--- src/logic/dbg_mem_pkg.sv ---
// ----------------------------------------
// debug memory package: address map, sizes,
// width types, fsm and error enums, and the
// jal encoder for the WHERETO jump words
// ----------------------------------------
`default_nettype none

package dbg_mem_pkg;

  // ----------------------------------------
  // sizes
  // ----------------------------------------
  localparam int unsigned NrHarts     = 4;
  localparam int unsigned HartSelLen  = 2;
  localparam int unsigned DataCount   = 2;
  localparam int unsigned ProgBufSize = 8;
  localparam int unsigned DbgAddrBits = 12;

  // width types
  typedef logic [NrHarts-1:0]        hart_vec_t;
  typedef logic [HartSelLen-1:0]     hart_idx_t;
  typedef logic [DbgAddrBits-1:0]    dbg_addr_t;
  typedef logic [31:0]               bus_word_t;
  typedef logic [3:0]                bus_be_t;
  typedef logic [DataCount*32-1:0]   data_regs_t;
  typedef logic [ProgBufSize*32-1:0] progbuf_t;

  // ----------------------------------------
  // address map
  // ----------------------------------------
  // hart status writes
  localparam dbg_addr_t HaltedAddr      = 12'h100;
  localparam dbg_addr_t GoingAddr       = 12'h104;
  localparam dbg_addr_t ResumingAddr    = 12'h108;
  localparam dbg_addr_t ExceptionAddr   = 12'h10C;
  // jump word, program buffer and data registers
  localparam dbg_addr_t WhereToAddr     = 12'h300;
  localparam dbg_addr_t ProgBufBaseAddr = 12'h360;
  localparam dbg_addr_t DataBaseAddr    = 12'h380;
  // flag area polled by the harts, one byte per hart
  localparam dbg_addr_t FlagsBaseAddr   = 12'h400;
  localparam dbg_addr_t FlagsEndAddr    = 12'h7FF;
  // resume entry of the park loop
  localparam dbg_addr_t ResumeAddr      = 12'h804;

  // jal x0, imm: J-type immediate scattered as imm[20|10:1|11|19:12]
  function automatic bus_word_t jal_x0(input logic [20:0] imm);
    return {imm[20], imm[10:1], imm[11], imm[19:12], 5'd0, 7'b1101111};
  endfunction

  // relative jumps out of WHERETO
  localparam bus_word_t WhereToResumeInsn =
      jal_x0(21'(ResumeAddr) - 21'(WhereToAddr));
  localparam bus_word_t WhereToProgBufInsn =
      jal_x0(21'(ProgBufBaseAddr) - 21'(WhereToAddr));

  // command fsm
  typedef enum logic [1:0] {
    Idle,
    Go,
    Resume,
    CmdExecuting
  } state_e;

  // abstractcs.cmderr encodings
  typedef enum logic [2:0] {
    CmdErrNone       = 3'd0,
    CmdErrException  = 3'd3,
    CmdErrHaltResume = 3'd4
  } cmderr_e;

endpackage

`default_nettype wire

--- src/logic/dbg_cmd_fsm.sv ---
// ----------------------------------------
// command and resume fsm with busy output
// and command error reporting
// ----------------------------------------
`default_nettype none

module dbg_cmd_fsm (
  input  wire logic                 clk_i,
  input  wire logic                 rst_ni,
  input  wire dbg_mem_pkg::hart_idx_t hartsel_i,
  input  wire logic                 cmd_valid_i,
  input  wire dbg_mem_pkg::hart_vec_t haltreq_i,
  input  wire dbg_mem_pkg::hart_vec_t resumereq_i,
  input  wire dbg_mem_pkg::hart_vec_t halted_i,
  input  wire dbg_mem_pkg::hart_vec_t resuming_i,
  input  wire logic                 halted_set_i,
  input  wire dbg_mem_pkg::hart_idx_t wdata_hart_i,
  input  wire logic                 going_i,
  input  wire logic                 exception_i,
  output logic                      go_o,
  output logic                      resume_o,
  output logic                      cmdbusy_o,
  output logic                      cmderror_valid_o,
  output dbg_mem_pkg::cmderr_e      cmderror_o
);

  dbg_mem_pkg::state_e state_d, state_q;

  always_comb begin
    state_d          = state_q;
    go_o             = 1'b0;
    resume_o         = 1'b0;
    cmdbusy_o        = 1'b1;
    cmderror_valid_o = 1'b0;
    cmderror_o       = dbg_mem_pkg::CmdErrNone;

    case (state_q)
      dbg_mem_pkg::Idle: begin
        cmdbusy_o = 1'b0;
        // commands only go to a halted hart
        if (cmd_valid_i && halted_i[hartsel_i]) begin
          state_d = dbg_mem_pkg::Go;
        end else if (cmd_valid_i) begin
          cmderror_valid_o = 1'b1;
          cmderror_o       = dbg_mem_pkg::CmdErrHaltResume;
        end
        // resume ignored while a halt is pending or the last ack is not cleared
        if (resumereq_i[hartsel_i] && !resuming_i[hartsel_i] &&
            !haltreq_i[hartsel_i] && halted_i[hartsel_i]) begin
          state_d = dbg_mem_pkg::Resume;
        end
      end
      dbg_mem_pkg::Go: begin
        // hart polls the go flag, then reports going
        go_o = 1'b1;
        if (going_i) begin
          state_d = dbg_mem_pkg::CmdExecuting;
        end
      end
      dbg_mem_pkg::Resume: begin
        resume_o = 1'b1;
        // wait for the ack bit to show up
        if (resuming_i[hartsel_i]) begin
          state_d = dbg_mem_pkg::Idle;
        end
      end
      dbg_mem_pkg::CmdExecuting: begin
        // program done once the selected hart parks again
        if (halted_set_i && (wdata_hart_i == hartsel_i)) begin
          state_d = dbg_mem_pkg::Idle;
        end
      end
      default: state_d = dbg_mem_pkg::Idle;
    endcase

    // exception wins over the halt error
    if (exception_i) begin
      cmderror_valid_o = 1'b1;
      cmderror_o       = dbg_mem_pkg::CmdErrException;
    end
  end

  always_ff @(posedge clk_i or negedge rst_ni) begin
    if (!rst_ni) begin
      state_q <= dbg_mem_pkg::Idle;
    end else begin
      state_q <= state_d;
    end
  end

endmodule

`default_nettype wire

--- src/logic/dbg_hart_status.sv ---
// ----------------------------------------
// per-hart halted and resuming flags
// ----------------------------------------
`default_nettype none

module dbg_hart_status (
  input  wire logic                   clk_i,
  input  wire logic                   rst_ni,
  input  wire dbg_mem_pkg::hart_idx_t hartsel_i,
  input  wire dbg_mem_pkg::hart_idx_t wdata_hart_i,
  input  wire logic                   halted_set_i,
  input  wire logic                   resuming_set_i,
  input  wire logic                   clear_resumeack_i,
  output dbg_mem_pkg::hart_vec_t      halted_o,
  output dbg_mem_pkg::hart_vec_t      resuming_o
);

  dbg_mem_pkg::hart_vec_t halted_d, halted_q;
  dbg_mem_pkg::hart_vec_t resuming_d, resuming_q;

  always_comb begin
    halted_d   = halted_q;
    resuming_d = resuming_q;

    // debugger acknowledges the resume of the selected hart
    if (clear_resumeack_i) begin
      resuming_d[hartsel_i] = 1'b0;
    end

    // hart entered the park loop
    if (halted_set_i) begin
      halted_d[wdata_hart_i] = 1'b1;
    end

    // hart left the park loop, ack stays until cleared
    if (resuming_set_i) begin
      halted_d[wdata_hart_i]   = 1'b0;
      resuming_d[wdata_hart_i] = 1'b1;
    end
  end

  always_ff @(posedge clk_i or negedge rst_ni) begin
    if (!rst_ni) begin
      halted_q   <= '0;
      resuming_q <= '0;
    end else begin
      halted_q   <= halted_d;
      resuming_q <= resuming_d;
    end
  end

  assign halted_o   = halted_q;
  assign resuming_o = resuming_q;

endmodule

`default_nettype wire

--- src/logic/dbg_mem_write.sv ---
// ----------------------------------------
// hart write decode: status pulses and
// byte-enabled data register merge
// ----------------------------------------
`default_nettype none

module dbg_mem_write (
  input  wire logic                    req_i,
  input  wire logic                    we_i,
  input  wire dbg_mem_pkg::dbg_addr_t  addr_i,
  input  wire dbg_mem_pkg::bus_word_t  wdata_i,
  input  wire dbg_mem_pkg::bus_be_t    be_i,
  input  wire dbg_mem_pkg::data_regs_t data_i,
  output dbg_mem_pkg::data_regs_t      data_o,
  output logic                         data_valid_o,
  output logic                         halted_set_o,
  output logic                         resuming_set_o,
  output logic                         going_o,
  output logic                         exception_o,
  output dbg_mem_pkg::hart_idx_t       wdata_hart_o
);

  logic wr;
  logic data_hit;

  assign wr = req_i && we_i;

  // data registers sit right above the program buffer
  assign data_hit = (addr_i >= dbg_mem_pkg::DataBaseAddr) &&
                    (addr_i < dbg_mem_pkg::DataBaseAddr + 4 * dbg_mem_pkg::DataCount);

  // hart writes its own index to the status addresses
  assign wdata_hart_o = wdata_i[dbg_mem_pkg::HartSelLen-1:0];

  // ----------------------------------------
  // status pulses
  // ----------------------------------------
  assign halted_set_o   = wr && (addr_i == dbg_mem_pkg::HaltedAddr);
  assign going_o        = wr && (addr_i == dbg_mem_pkg::GoingAddr);
  assign resuming_set_o = wr && (addr_i == dbg_mem_pkg::ResumingAddr);
  assign exception_o    = wr && (addr_i == dbg_mem_pkg::ExceptionAddr);

  // ----------------------------------------
  // data register merge
  // ----------------------------------------
  always_comb begin
    data_o       = data_i;
    data_valid_o = 1'b0;
    if (wr && data_hit) begin
      data_valid_o = 1'b1;
      // addr bit 2 picks the 32-bit register, be picks the bytes
      for (int i = 0; i < $bits(dbg_mem_pkg::bus_be_t); i++) begin
        if (be_i[i]) begin
          data_o[32 * addr_i[2] + 8 * i +: 8] = wdata_i[8 * i +: 8];
        end
      end
    end
  end

endmodule

`default_nettype wire

--- src/logic/dbg_mem_read.sv ---
// ----------------------------------------
// read mux and registered read data for
// WHERETO, program buffer, data and flags
// ----------------------------------------
`default_nettype none

module dbg_mem_read (
  input  wire logic                    clk_i,
  input  wire logic                    rst_ni,
  input  wire logic                    req_i,
  input  wire logic                    we_i,
  input  wire dbg_mem_pkg::dbg_addr_t  addr_i,
  input  wire dbg_mem_pkg::hart_idx_t  hartsel_i,
  input  wire dbg_mem_pkg::hart_vec_t  resumereq_i,
  input  wire dbg_mem_pkg::data_regs_t data_i,
  input  wire dbg_mem_pkg::progbuf_t   progbuf_i,
  input  wire logic                    go_i,
  input  wire logic                    resume_i,
  input  wire logic                    cmdbusy_i,
  output dbg_mem_pkg::bus_word_t       rdata_o
);

  dbg_mem_pkg::bus_word_t rdata_d, rdata_q;
  dbg_mem_pkg::bus_word_t flag_word;

  // word offsets from each region base
  logic [dbg_mem_pkg::DbgAddrBits-3:0] pb_word;
  logic [dbg_mem_pkg::DbgAddrBits-3:0] data_word;
  logic [dbg_mem_pkg::DbgAddrBits-3:0] flag_word_idx;

  logic pb_hit;
  logic data_hit;
  logic flag_hit;

  assign pb_word       = addr_i[dbg_mem_pkg::DbgAddrBits-1:2] -
                         dbg_mem_pkg::ProgBufBaseAddr[dbg_mem_pkg::DbgAddrBits-1:2];
  assign data_word     = addr_i[dbg_mem_pkg::DbgAddrBits-1:2] -
                         dbg_mem_pkg::DataBaseAddr[dbg_mem_pkg::DbgAddrBits-1:2];
  assign flag_word_idx = addr_i[dbg_mem_pkg::DbgAddrBits-1:2] -
                         dbg_mem_pkg::FlagsBaseAddr[dbg_mem_pkg::DbgAddrBits-1:2];

  assign pb_hit   = (addr_i >= dbg_mem_pkg::ProgBufBaseAddr) &&
                    (addr_i < dbg_mem_pkg::ProgBufBaseAddr + 4 * dbg_mem_pkg::ProgBufSize);
  assign data_hit = (addr_i >= dbg_mem_pkg::DataBaseAddr) &&
                    (addr_i < dbg_mem_pkg::DataBaseAddr + 4 * dbg_mem_pkg::DataCount);
  assign flag_hit = (addr_i >= dbg_mem_pkg::FlagsBaseAddr) &&
                    (addr_i <= dbg_mem_pkg::FlagsEndAddr);

  // one flag byte per hart, four harts per word
  always_comb begin
    flag_word = '0;
    if (flag_word_idx == (dbg_mem_pkg::DbgAddrBits - 2)'(hartsel_i >> 2)) begin
      flag_word[8 * hartsel_i[1:0] +: 8] = {6'b0, resume_i, go_i};
    end
  end

  // ----------------------------------------
  // read select
  // ----------------------------------------
  always_comb begin
    // unmapped reads keep the last word
    rdata_d = rdata_q;
    if (req_i && !we_i) begin
      if (addr_i == dbg_mem_pkg::WhereToAddr) begin
        // busy sends the hart into the program buffer
        if (cmdbusy_i) begin
          rdata_d = dbg_mem_pkg::WhereToProgBufInsn;
        end else if (resumereq_i[hartsel_i]) begin
          rdata_d = dbg_mem_pkg::WhereToResumeInsn;
        end
      end else if (pb_hit) begin
        rdata_d = progbuf_i[32 * pb_word +: 32];
      end else if (data_hit) begin
        rdata_d = data_i[32 * data_word +: 32];
      end else if (flag_hit) begin
        rdata_d = flag_word;
      end
    end
  end

  always_ff @(posedge clk_i or negedge rst_ni) begin
    if (!rst_ni) begin
      rdata_q <= '0;
    end else begin
      rdata_q <= rdata_d;
    end
  end

  assign rdata_o = rdata_q;

endmodule

`default_nettype wire

--- src/logic/dbg_mem_top.sv ---
// ----------------------------------------
// debug memory top level: write decode, hart
// status, command fsm and read mux
// ----------------------------------------
`default_nettype none

module dbg_mem_top (
  input  wire logic                    clk_i,
  input  wire logic                    rst_ni,
  output dbg_mem_pkg::hart_vec_t       debug_req_o,
  input  wire logic [19:0]             hartsel_i,
  // from dmcontrol
  input  wire dbg_mem_pkg::hart_vec_t  haltreq_i,
  input  wire dbg_mem_pkg::hart_vec_t  resumereq_i,
  input  wire logic                    clear_resumeack_i,
  // hart state
  output dbg_mem_pkg::hart_vec_t       halted_o,
  output dbg_mem_pkg::hart_vec_t       resuming_o,
  input  wire dbg_mem_pkg::progbuf_t   progbuf_i,
  input  wire dbg_mem_pkg::data_regs_t data_i,
  output dbg_mem_pkg::data_regs_t      data_o,
  output logic                         data_valid_o,
  // abstract command handshake
  input  wire logic                    cmd_valid_i,
  output logic                         cmderror_valid_o,
  output dbg_mem_pkg::cmderr_e         cmderror_o,
  output logic                         cmdbusy_o,
  // sram port from the harts
  input  wire logic                    req_i,
  input  wire logic                    we_i,
  input  wire dbg_mem_pkg::bus_word_t  addr_i,
  input  wire dbg_mem_pkg::bus_word_t  wdata_i,
  input  wire dbg_mem_pkg::bus_be_t    be_i,
  output dbg_mem_pkg::bus_word_t       rdata_o
);

  dbg_mem_pkg::hart_idx_t hartsel;
  dbg_mem_pkg::dbg_addr_t addr;
  dbg_mem_pkg::hart_idx_t wdata_hart;
  logic halted_set, resuming_set, going, exception;
  logic go, resume;

  // only the low bits decode
  assign hartsel     = hartsel_i[dbg_mem_pkg::HartSelLen-1:0];
  assign addr        = addr_i[dbg_mem_pkg::DbgAddrBits-1:0];
  assign debug_req_o = haltreq_i;

  dbg_mem_write dbg_mem_write_i (
    .req_i          (req_i),
    .we_i           (we_i),
    .addr_i         (addr),
    .wdata_i        (wdata_i),
    .be_i           (be_i),
    .data_i         (data_i),
    .data_o         (data_o),
    .data_valid_o   (data_valid_o),
    .halted_set_o   (halted_set),
    .resuming_set_o (resuming_set),
    .going_o        (going),
    .exception_o    (exception),
    .wdata_hart_o   (wdata_hart)
  );

  dbg_hart_status dbg_hart_status_i (
    .clk_i             (clk_i),
    .rst_ni            (rst_ni),
    .hartsel_i         (hartsel),
    .wdata_hart_i      (wdata_hart),
    .halted_set_i      (halted_set),
    .resuming_set_i    (resuming_set),
    .clear_resumeack_i (clear_resumeack_i),
    .halted_o          (halted_o),
    .resuming_o        (resuming_o)
  );

  dbg_cmd_fsm dbg_cmd_fsm_i (
    .clk_i            (clk_i),
    .rst_ni           (rst_ni),
    .hartsel_i        (hartsel),
    .cmd_valid_i      (cmd_valid_i),
    .haltreq_i        (haltreq_i),
    .resumereq_i      (resumereq_i),
    .halted_i         (halted_o),
    .resuming_i       (resuming_o),
    .halted_set_i     (halted_set),
    .wdata_hart_i     (wdata_hart),
    .going_i          (going),
    .exception_i      (exception),
    .go_o             (go),
    .resume_o         (resume),
    .cmdbusy_o        (cmdbusy_o),
    .cmderror_valid_o (cmderror_valid_o),
    .cmderror_o       (cmderror_o)
  );

  dbg_mem_read dbg_mem_read_i (
    .clk_i       (clk_i),
    .rst_ni      (rst_ni),
    .req_i       (req_i),
    .we_i        (we_i),
    .addr_i      (addr),
    .hartsel_i   (hartsel),
    .resumereq_i (resumereq_i),
    .data_i      (data_i),
    .progbuf_i   (progbuf_i),
    .go_i        (go),
    .resume_i    (resume),
    .cmdbusy_i   (cmdbusy_o),
    .rdata_o     (rdata_o)
  );

endmodule

`default_nettype wire

--- config.mk ---
export PLATFORM = sky130hd
export DESIGN_NAME = dbg_mem_top
export DESIGN_NICKNAME = d
export VERILOG_FILES = /design/src/logic/dbg_mem_pkg.sv /design/src/logic/dbg_cmd_fsm.sv /design/src/logic/dbg_hart_status.sv /design/src/logic/dbg_mem_write.sv /design/src/logic/dbg_mem_read.sv /design/src/logic/dbg_mem_top.sv
export SDC_FILE = /design/constraint.sdc
export NUM_CORES = 1
export LEC_CHECK = 0
export ABC_AREA = 1
export ABC_CLOCK_PERIOD_IN_PS = 1600
export BUFFER_PORTS_ARGS = -buffer_cell sky130_fd_sc_hd__buf_2
export CORE_AREA = 2 2 209 211
export CTS_CLUSTER_SIZE = 24
export DETAILED_ROUTE_END_ITERATION = 7
export DIE_AREA = 0 0 211 213
export PLACE_DENSITY = 0.42
export SYNTH_ARGS = -nofsm -noshare
export SYNTH_HDL_FRONTEND = slang
export SYNTH_SLANG_ARGS = --single-unit
--- constraint.sdc ---
create_clock -name clk_i -period 1.6 [get_ports clk_i]
set_input_delay 0.08 -clock clk_i [delete_from_list [all_inputs] [get_ports clk_i]]
set_output_delay 0.08 -clock clk_i [all_outputs]
set_load 0.005 [all_outputs]
==> flow_summary.ini, run 1 <==
[run_status]
status = complete, but fails checks
violations = setup timing

[route]
vias = 10700
wl_um = 46400
drtPass1Iterations = 5
drtIter0Drc = 564
wl_per_cell_um = 18.9
vias_per_cell = 4.36
drtAntennaViolNets = 0
drc = 0

[yosys]
synth_edf_count = 0
ys.flop_type = dfrtp_1
ys_ff_latch = 42
synth.avg_cell_area_um2 = 5.24
synthesis.nets = 1755
synth-warning-count = 0
synth_common_cells = nand2_1 (314), nor2_1 (268), inv_1 (184), o21ai_0 (156), nand3_1 (109)
synth_cells = 1324
synth_area_leaders = nand2_1 (17%), dfrtp_1 (15%), nor2_1 (15%)
synth.most_common_cell = nand2_1
synth_area_um2 = 6930
synth_top_cell_area_share_pct = 17.0
async_flop_share_pct = 100
ys_seq_area_share_pct = 15.2
ys_types = 35
yosysTopAreaCell = nand2_1

[timing]
setup_viol = 8
skew_ns = 0.00544
slew_headroom_pct = 58.7
worst_slack_ns = -0.0541
worst_slew_pin_slew_ns = 0.619
min_period_over_period_pct = 103
layout_min_cycle_time_ns = 1.65
rsz0062_at_grt = yes
max_freq_ghz = 0.605
finalHoldViolCount = 0
fin_tns_setup_ns = -0.207
slew_viol_final = 0

[clock_tree]
clkSlewWorstSetupHoldPaths_ns = 0.07
clock_latency_ns = 0.30
cts_tree = done
cts_buffers = 5
cts.path.max_buffers = 2
h-tree-depth = 2
clockRootBuffer = clkbuf_16
clock-sinks = 42

[global_routing]
grt_pass1_wl_um = 65300
antenna_found_initial = 13
grt_overflow_total = 0
grt_pass1_vias = 10700
gr-usage-all-layers_pct = 19.7
grt_max_degree = 44

[floorplanning]
initial_utilization_pct = 16.2
core_area_um2 = 42700
dieArea_um2 = 44900
die_y_um = 213
num_rows = 76
ioPinCount = 536
die_w_um = 211

[finish]
n_fill_cell = 4993
drive_above_1_share_pct = 38.4
syn2layout_area_growth_pct = 65.9
stdcell_area_um2 = 11500
nets = 2327
stdcell_count = 2451
seq_area_um2 = 1050
multi_input_area_um2 = 4860

[power]
power.density_nw_per_um2 = 427
peakVddDrop_v = 0.000349
p_leak_nw = 6.71
power_mw = 4.91

[critical_path]
critical_path.cell_chain = buf_6, nor2_4, nand2_4, nor2_4, nand2_4, nor2_4, buf_6, buf_6, nand3_4, buf_12, o21ai_1, inv_1, buf_2
crit_required_ns = 1.52
critPathMaxStageDelay_ns = 0.18
crit_buf_inv = 6
critPathMaxFanout = 8
worstSetupStartpointType = primary input
critPathSlowestCell = buf_12
r2r_setup_slack_ns = 0.12
cp_top_family = simple AND/OR/NAND/NOR gates
arrival_ns = 1.57
r2r-end = dbg_mem_read_i.rdata_o[30]$_DFFE_PN0P_
regToRegStartpoint = dbg_cmd_fsm_i.state_q[0]$_DFFE_PN0P_
end_kind = output pin
reg2regPathDepth = 7
critical_path_class = primary input to output pin

[hold_path]
worstHoldPathCells = 4
hold_start = clear_resumeack_i
holdPathEnd = dbg_hart_status_i.resuming_o[2]$_DFF_PN0_
hp-class = primary input to flop

[place]
port_buffers = 497
placed_cells = 2424
place_area_um2 = 11000
routabilityCongestion = 0.876
dp_hpwl_um = 39400
dp_slack_ns = -0.202

[flow_run]
drv_cap = 0
==> routing by layer <==
layer / part of all wire [%] / up-vias / track usage [%]
met4: 2.7 / 8 / 5.71
met1: 42 / 4872 / 23.2
li1: - / 5329 / -
met2: 49 / 414 / 36.0
met5: 0.12 / - / 0
met3: 6.4 / 58 / 3.94
==> area by class of cell <==
| type | count | area share, % |
|---|---|---|
| Multi-Input combinational cell | 1008 | 42.2 |
| Timing Repair Buffer | 648 | 34.8 |
| Inverter | 191 | 6.30 |
| Sequential cell | 42 | 9.14 |
| Clock inverter | 2 | 0.326 |
| Antenna cell | 8 | 0.174 |
| Tap cell | 546 | 5.94 |
| Clock buffer | 6 | 1.12 |
==> worst register-to-register path, cell delays in order (launching register included) <==
cell     delay [ns]
dfrtp_1        0.45
nor2_4         0.18
nand3_2        0.10
o21ai_2        0.21
nor2_4         0.08
buf_12         0.17
o21ai_1        0.11
nand2_1        0.06
==> placed cells by master, fill, tap and decap left out, types with 6 or more instances in the layout <==
cell	count
buf_6	8
o21ai_2	14
buf_4	122
inv_1	183
buf_12	23
diode_2	8
a21oi_1	12
dfrtp_1	42
o21ai_1	39
nand4_1	8
nor2_1	265
clkbuf_16	7
o21ai_0	137
nor3_1	6
nand2_2	7
nor2_4	7
o211ai_1	38
nand2_1	306
nand3_1	108
ha_1	9
buf_2	491
or2_2	17
==> through the flow <==
| step | util [%] | hold WS [ns] |
|---|---|---|
| final | 26.9 | 0.109 |
| after global routing | 26.9 | 0.113 |
| after CTS | 26.3 | 0.101 |
| after detailed placement | 25.7 | 0.220 |
| after global placement | 25.7 | 0.227 |
| after floorplan | - | -0.216 |
==> worst max path at each step <==
stage / end / from / slack [ns] / depth (start not counted)
6_report: data_o[45] / addr_i[11] / -0.05 / 13
5_1_grt: data_o[46] / addr_i[11] / -0.1 / 13
4_1_cts: data_o[53] / addr_i[10] / -0.03 / 12
3_5_place_dp: cmderror_o[2] / addr_i[3] / -0.20 / 8
3_3_place_gp: cmderror_o[2] / addr_i[3] / -0.19 / 8
2_1_floorplan: dbg_mem_read_i.rdata_o[10]$_DFFE_PN0P_ / dbg_cmd_fsm_i.state_q[0]$_DFFE_PN0P_ / 0.14 / 8
==> flip-flops by register name, indices dropped and copies added, names as in the netlist, named ones only <==
name / cells
dbg_hart_status_i.resuming_o: 4
dbg_mem_read_i.rdata_o: 32
dbg_cmd_fsm_i.state_q: 2
dbg_hart_status_i.halted_o: 1
==> power breakdown <==
group | internal (mW) | switching [mW]
Clock | 0.740 | 0.512
Combinational | 1.10 | 1.38
Sequential | 1.12 | 0.0557
Total | 2.96 | 1.94
==> cells by family after synthesis <==
| logic type | synth area share (%) |
|---|---|
| adder cells (fa/ha/maj) | 1.62 |
| buffers and inverters | 17.3 |
| AO/OA/AOI/OAI | 19.8 |
| AND/OR/NAND/NOR | 46.1 |
| flip-flops | 15.2 |
==> what timing repair did <==
action | CTS | global route
resized for setup | 15 | 59
pin swaps | 3 | 6
hold buffers | 1 | 0
cloned | 0 | 3
endpoints found under the setup margin | 65 | 70
hold endpoints to repair | 42 | 0
setup buffers | 2 | 5
Power figures use the tool's default switching activity.
==> inputs of run 2 (changes only) <==
CAP_MARGIN = 20   (was unset)
PLACE_DENSITY = 0.49   (was 0.42)
==> flow_summary.ini, run 2 (synthesis gave the netlist of run 1 again) <==
[global_routing]
antenna_found_initial = 15
grt_pass1_vias = 10400
grt_max_degree = 43
gr-usage-all-layers_pct = 19.7
grt_overflow_total = 0
grt_pass1_wl_um = 65200

[timing]
setup_viol = 0
worst_slack_ns = 0.0453
fin_tns_setup_ns = 0
rsz0062_at_grt = yes
finalHoldViolCount = 0
max_freq_ghz = 0.643
slew_headroom_pct = 57.1
skew_ns = 0.00343
layout_min_cycle_time_ns = 1.55
worst_slew_pin_slew_ns = 0.643
slew_viol_final = 0
min_period_over_period_pct = 97.2

[critical_path]
critical_path_class = primary input to output pin
crit_required_ns = 1.52
cp-startpoint = addr_i[6]
regToRegStartpoint = dbg_cmd_fsm_i.state_q[0]$_DFFE_PN0P_
critPathMaxFanout = 8
arrival_ns = 1.47
end_kind = output pin
worstSetupStartpointType = primary input
reg2regPathDepth = 7

[floorplanning]
die_w_um = 211
dieArea_um2 = 44900
num_rows = 76
core_area_um2 = 42700
initial_utilization_pct = 16.2
ioPinCount = 536
die_y_um = 213

[clock_tree]
clockRootBuffer = clkbuf_16
clock_latency_ns = 0.30
clkSlewWorstSetupHoldPaths_ns = 0.07
cts_tree = done
clock-sinks = 42
cts_buffers = 5
h-tree-depth = 2
cts.path.max_buffers = 2

[route]
vias = 10700
drtAntennaViolNets = 0
vias_per_cell = 4.37
wl_um = 46200
wl_per_cell_um = 18.9
drc = 0
drtIter0Drc = 743
drtPass1Iterations = 5

[power]
power.density_nw_per_um2 = 414
peakVddDrop_v = 0.000364
p_leak_nw = 6.72

[finish]
largest_reg_flops = 32
syn2layout_area_growth_pct = 66.9
drive_above_1_share_pct = 38.8
layout_common_cells = buf_2 (490), nand2_1 (307), nor2_1 (263)
nets = 2323
final_common_cell = buf_2
finish.utilization_pct = 27.1
n_fill_cell = 4891

[hold_path]
hold_start = clear_resumeack_i
worstHoldPathCells = 4
hp-class = primary input to flop

[flow_run]
drv_cap = 0

[run_status]
status = finished, final reports clean

[place]
routabilityCongestion = 0.905
port_buffers = 497
dp_hpwl_um = 39300
dp_slack_ns = -0.347
==> run 2: changes by cell type in the layout (fill, tap and decap cells not counted), moves of 3 or more <==
cell	before	now
buf_4	122	113
buf_8	1	4
o21ai_2	14	18
o21ai_1	39	33
buf_12	23	26
==> run 2: power by group <==
part | internal, mW | switching (mW) | leakage, nW | total [mW]
logic | 1.11 | 1.38 | 6.07 | 2.49
registers | 1.13 | 0.0565 | 0.571 | 1.18
clock network | 0.621 | 0.500 | 0.0729 | 1.12
total | 2.85 | 1.94 | 6.72 | 4.79
==> run 2: worst max-delay path, cell delays in order <==
cell	delay [ns]
buf_2	0.12
inv_1	0.11
nand3_1	0.10
nand2_2	0.10
nand2_4	0.08
nor2_4	0.11
buf_6	0.12
buf_6	0.09
nand3_4	0.09
buf_12	0.17
o21ai_4	0.12
inv_1	0.05
buf_2	0.12
==> run 2: area by class of cell <==
cell class	instances	area, µm²	area share [%]
flip-flops and latches	42	1050	9.09
well taps	546	683	5.90
inverters	191	724	6.26
clock inverters	2	12.5	0.108
multi-input cells	1007	4880	42.2
diodes	9	22.5	0.195
clock buffers	6	139	1.20
repair buffers	645	4060	35.1
==> run 2: per-layer routing <==
metal  global-route usage (%)  part of all wire (%)
met5                        0                  0.14
met4                     6.85                   3.5
met3                     3.44                   5.9
met2                     35.5                    49
met1                     23.3                    41
==> run 2: worst paths after layout <==
check | end | slack (ns)
max reg2reg | dbg_mem_read_i.rdata_o[8]$_DFFE_PN0P_ | 0.15
max | data_o[36] | 0.05
min | dbg_hart_status_i.resuming_o[1]$_DFF_PN0_ | 0.09
max in group asynchronous | dbg_cmd_fsm_i.state_q[0]$_DFFE_PN0P_ | 0.71
min reg2reg | dbg_mem_read_i.rdata_o[8]$_DFFE_PN0P_ | 0.48
min in group asynchronous | dbg_hart_status_i.halted_o[3]$_DFF_PN0_ | 0.43
==> run 2: what timing repair did <==
action                     4_1_cts  5_1_grt
hold buffers                     1        0
resized for setup               62       29
setup endpoints to repair       73       70
hold endpoints to repair        42        0
pin swaps                        8        9
gates cloned                     2        1
setup buffers                   10        3
==> run 2: through the flow <==
| step | total power [mW] | std cells | hold WS, ns | area [µm²] |
|---|---|---|---|---|
| floorplan | 2.27 | 1324 | -0.216 | 6930 |
| global placement | 3.60 | 2416 | 0.203 | 11000 |
| detailed placement | 3.62 | 2416 | 0.238 | 11000 |
| CTS | 4.83 | 2436 | 0.0871 | 11400 |
| global route | 5.18 | 2447 | 0.103 | 11600 |
| finish | 4.79 | 2448 | 0.0932 | 11600 |
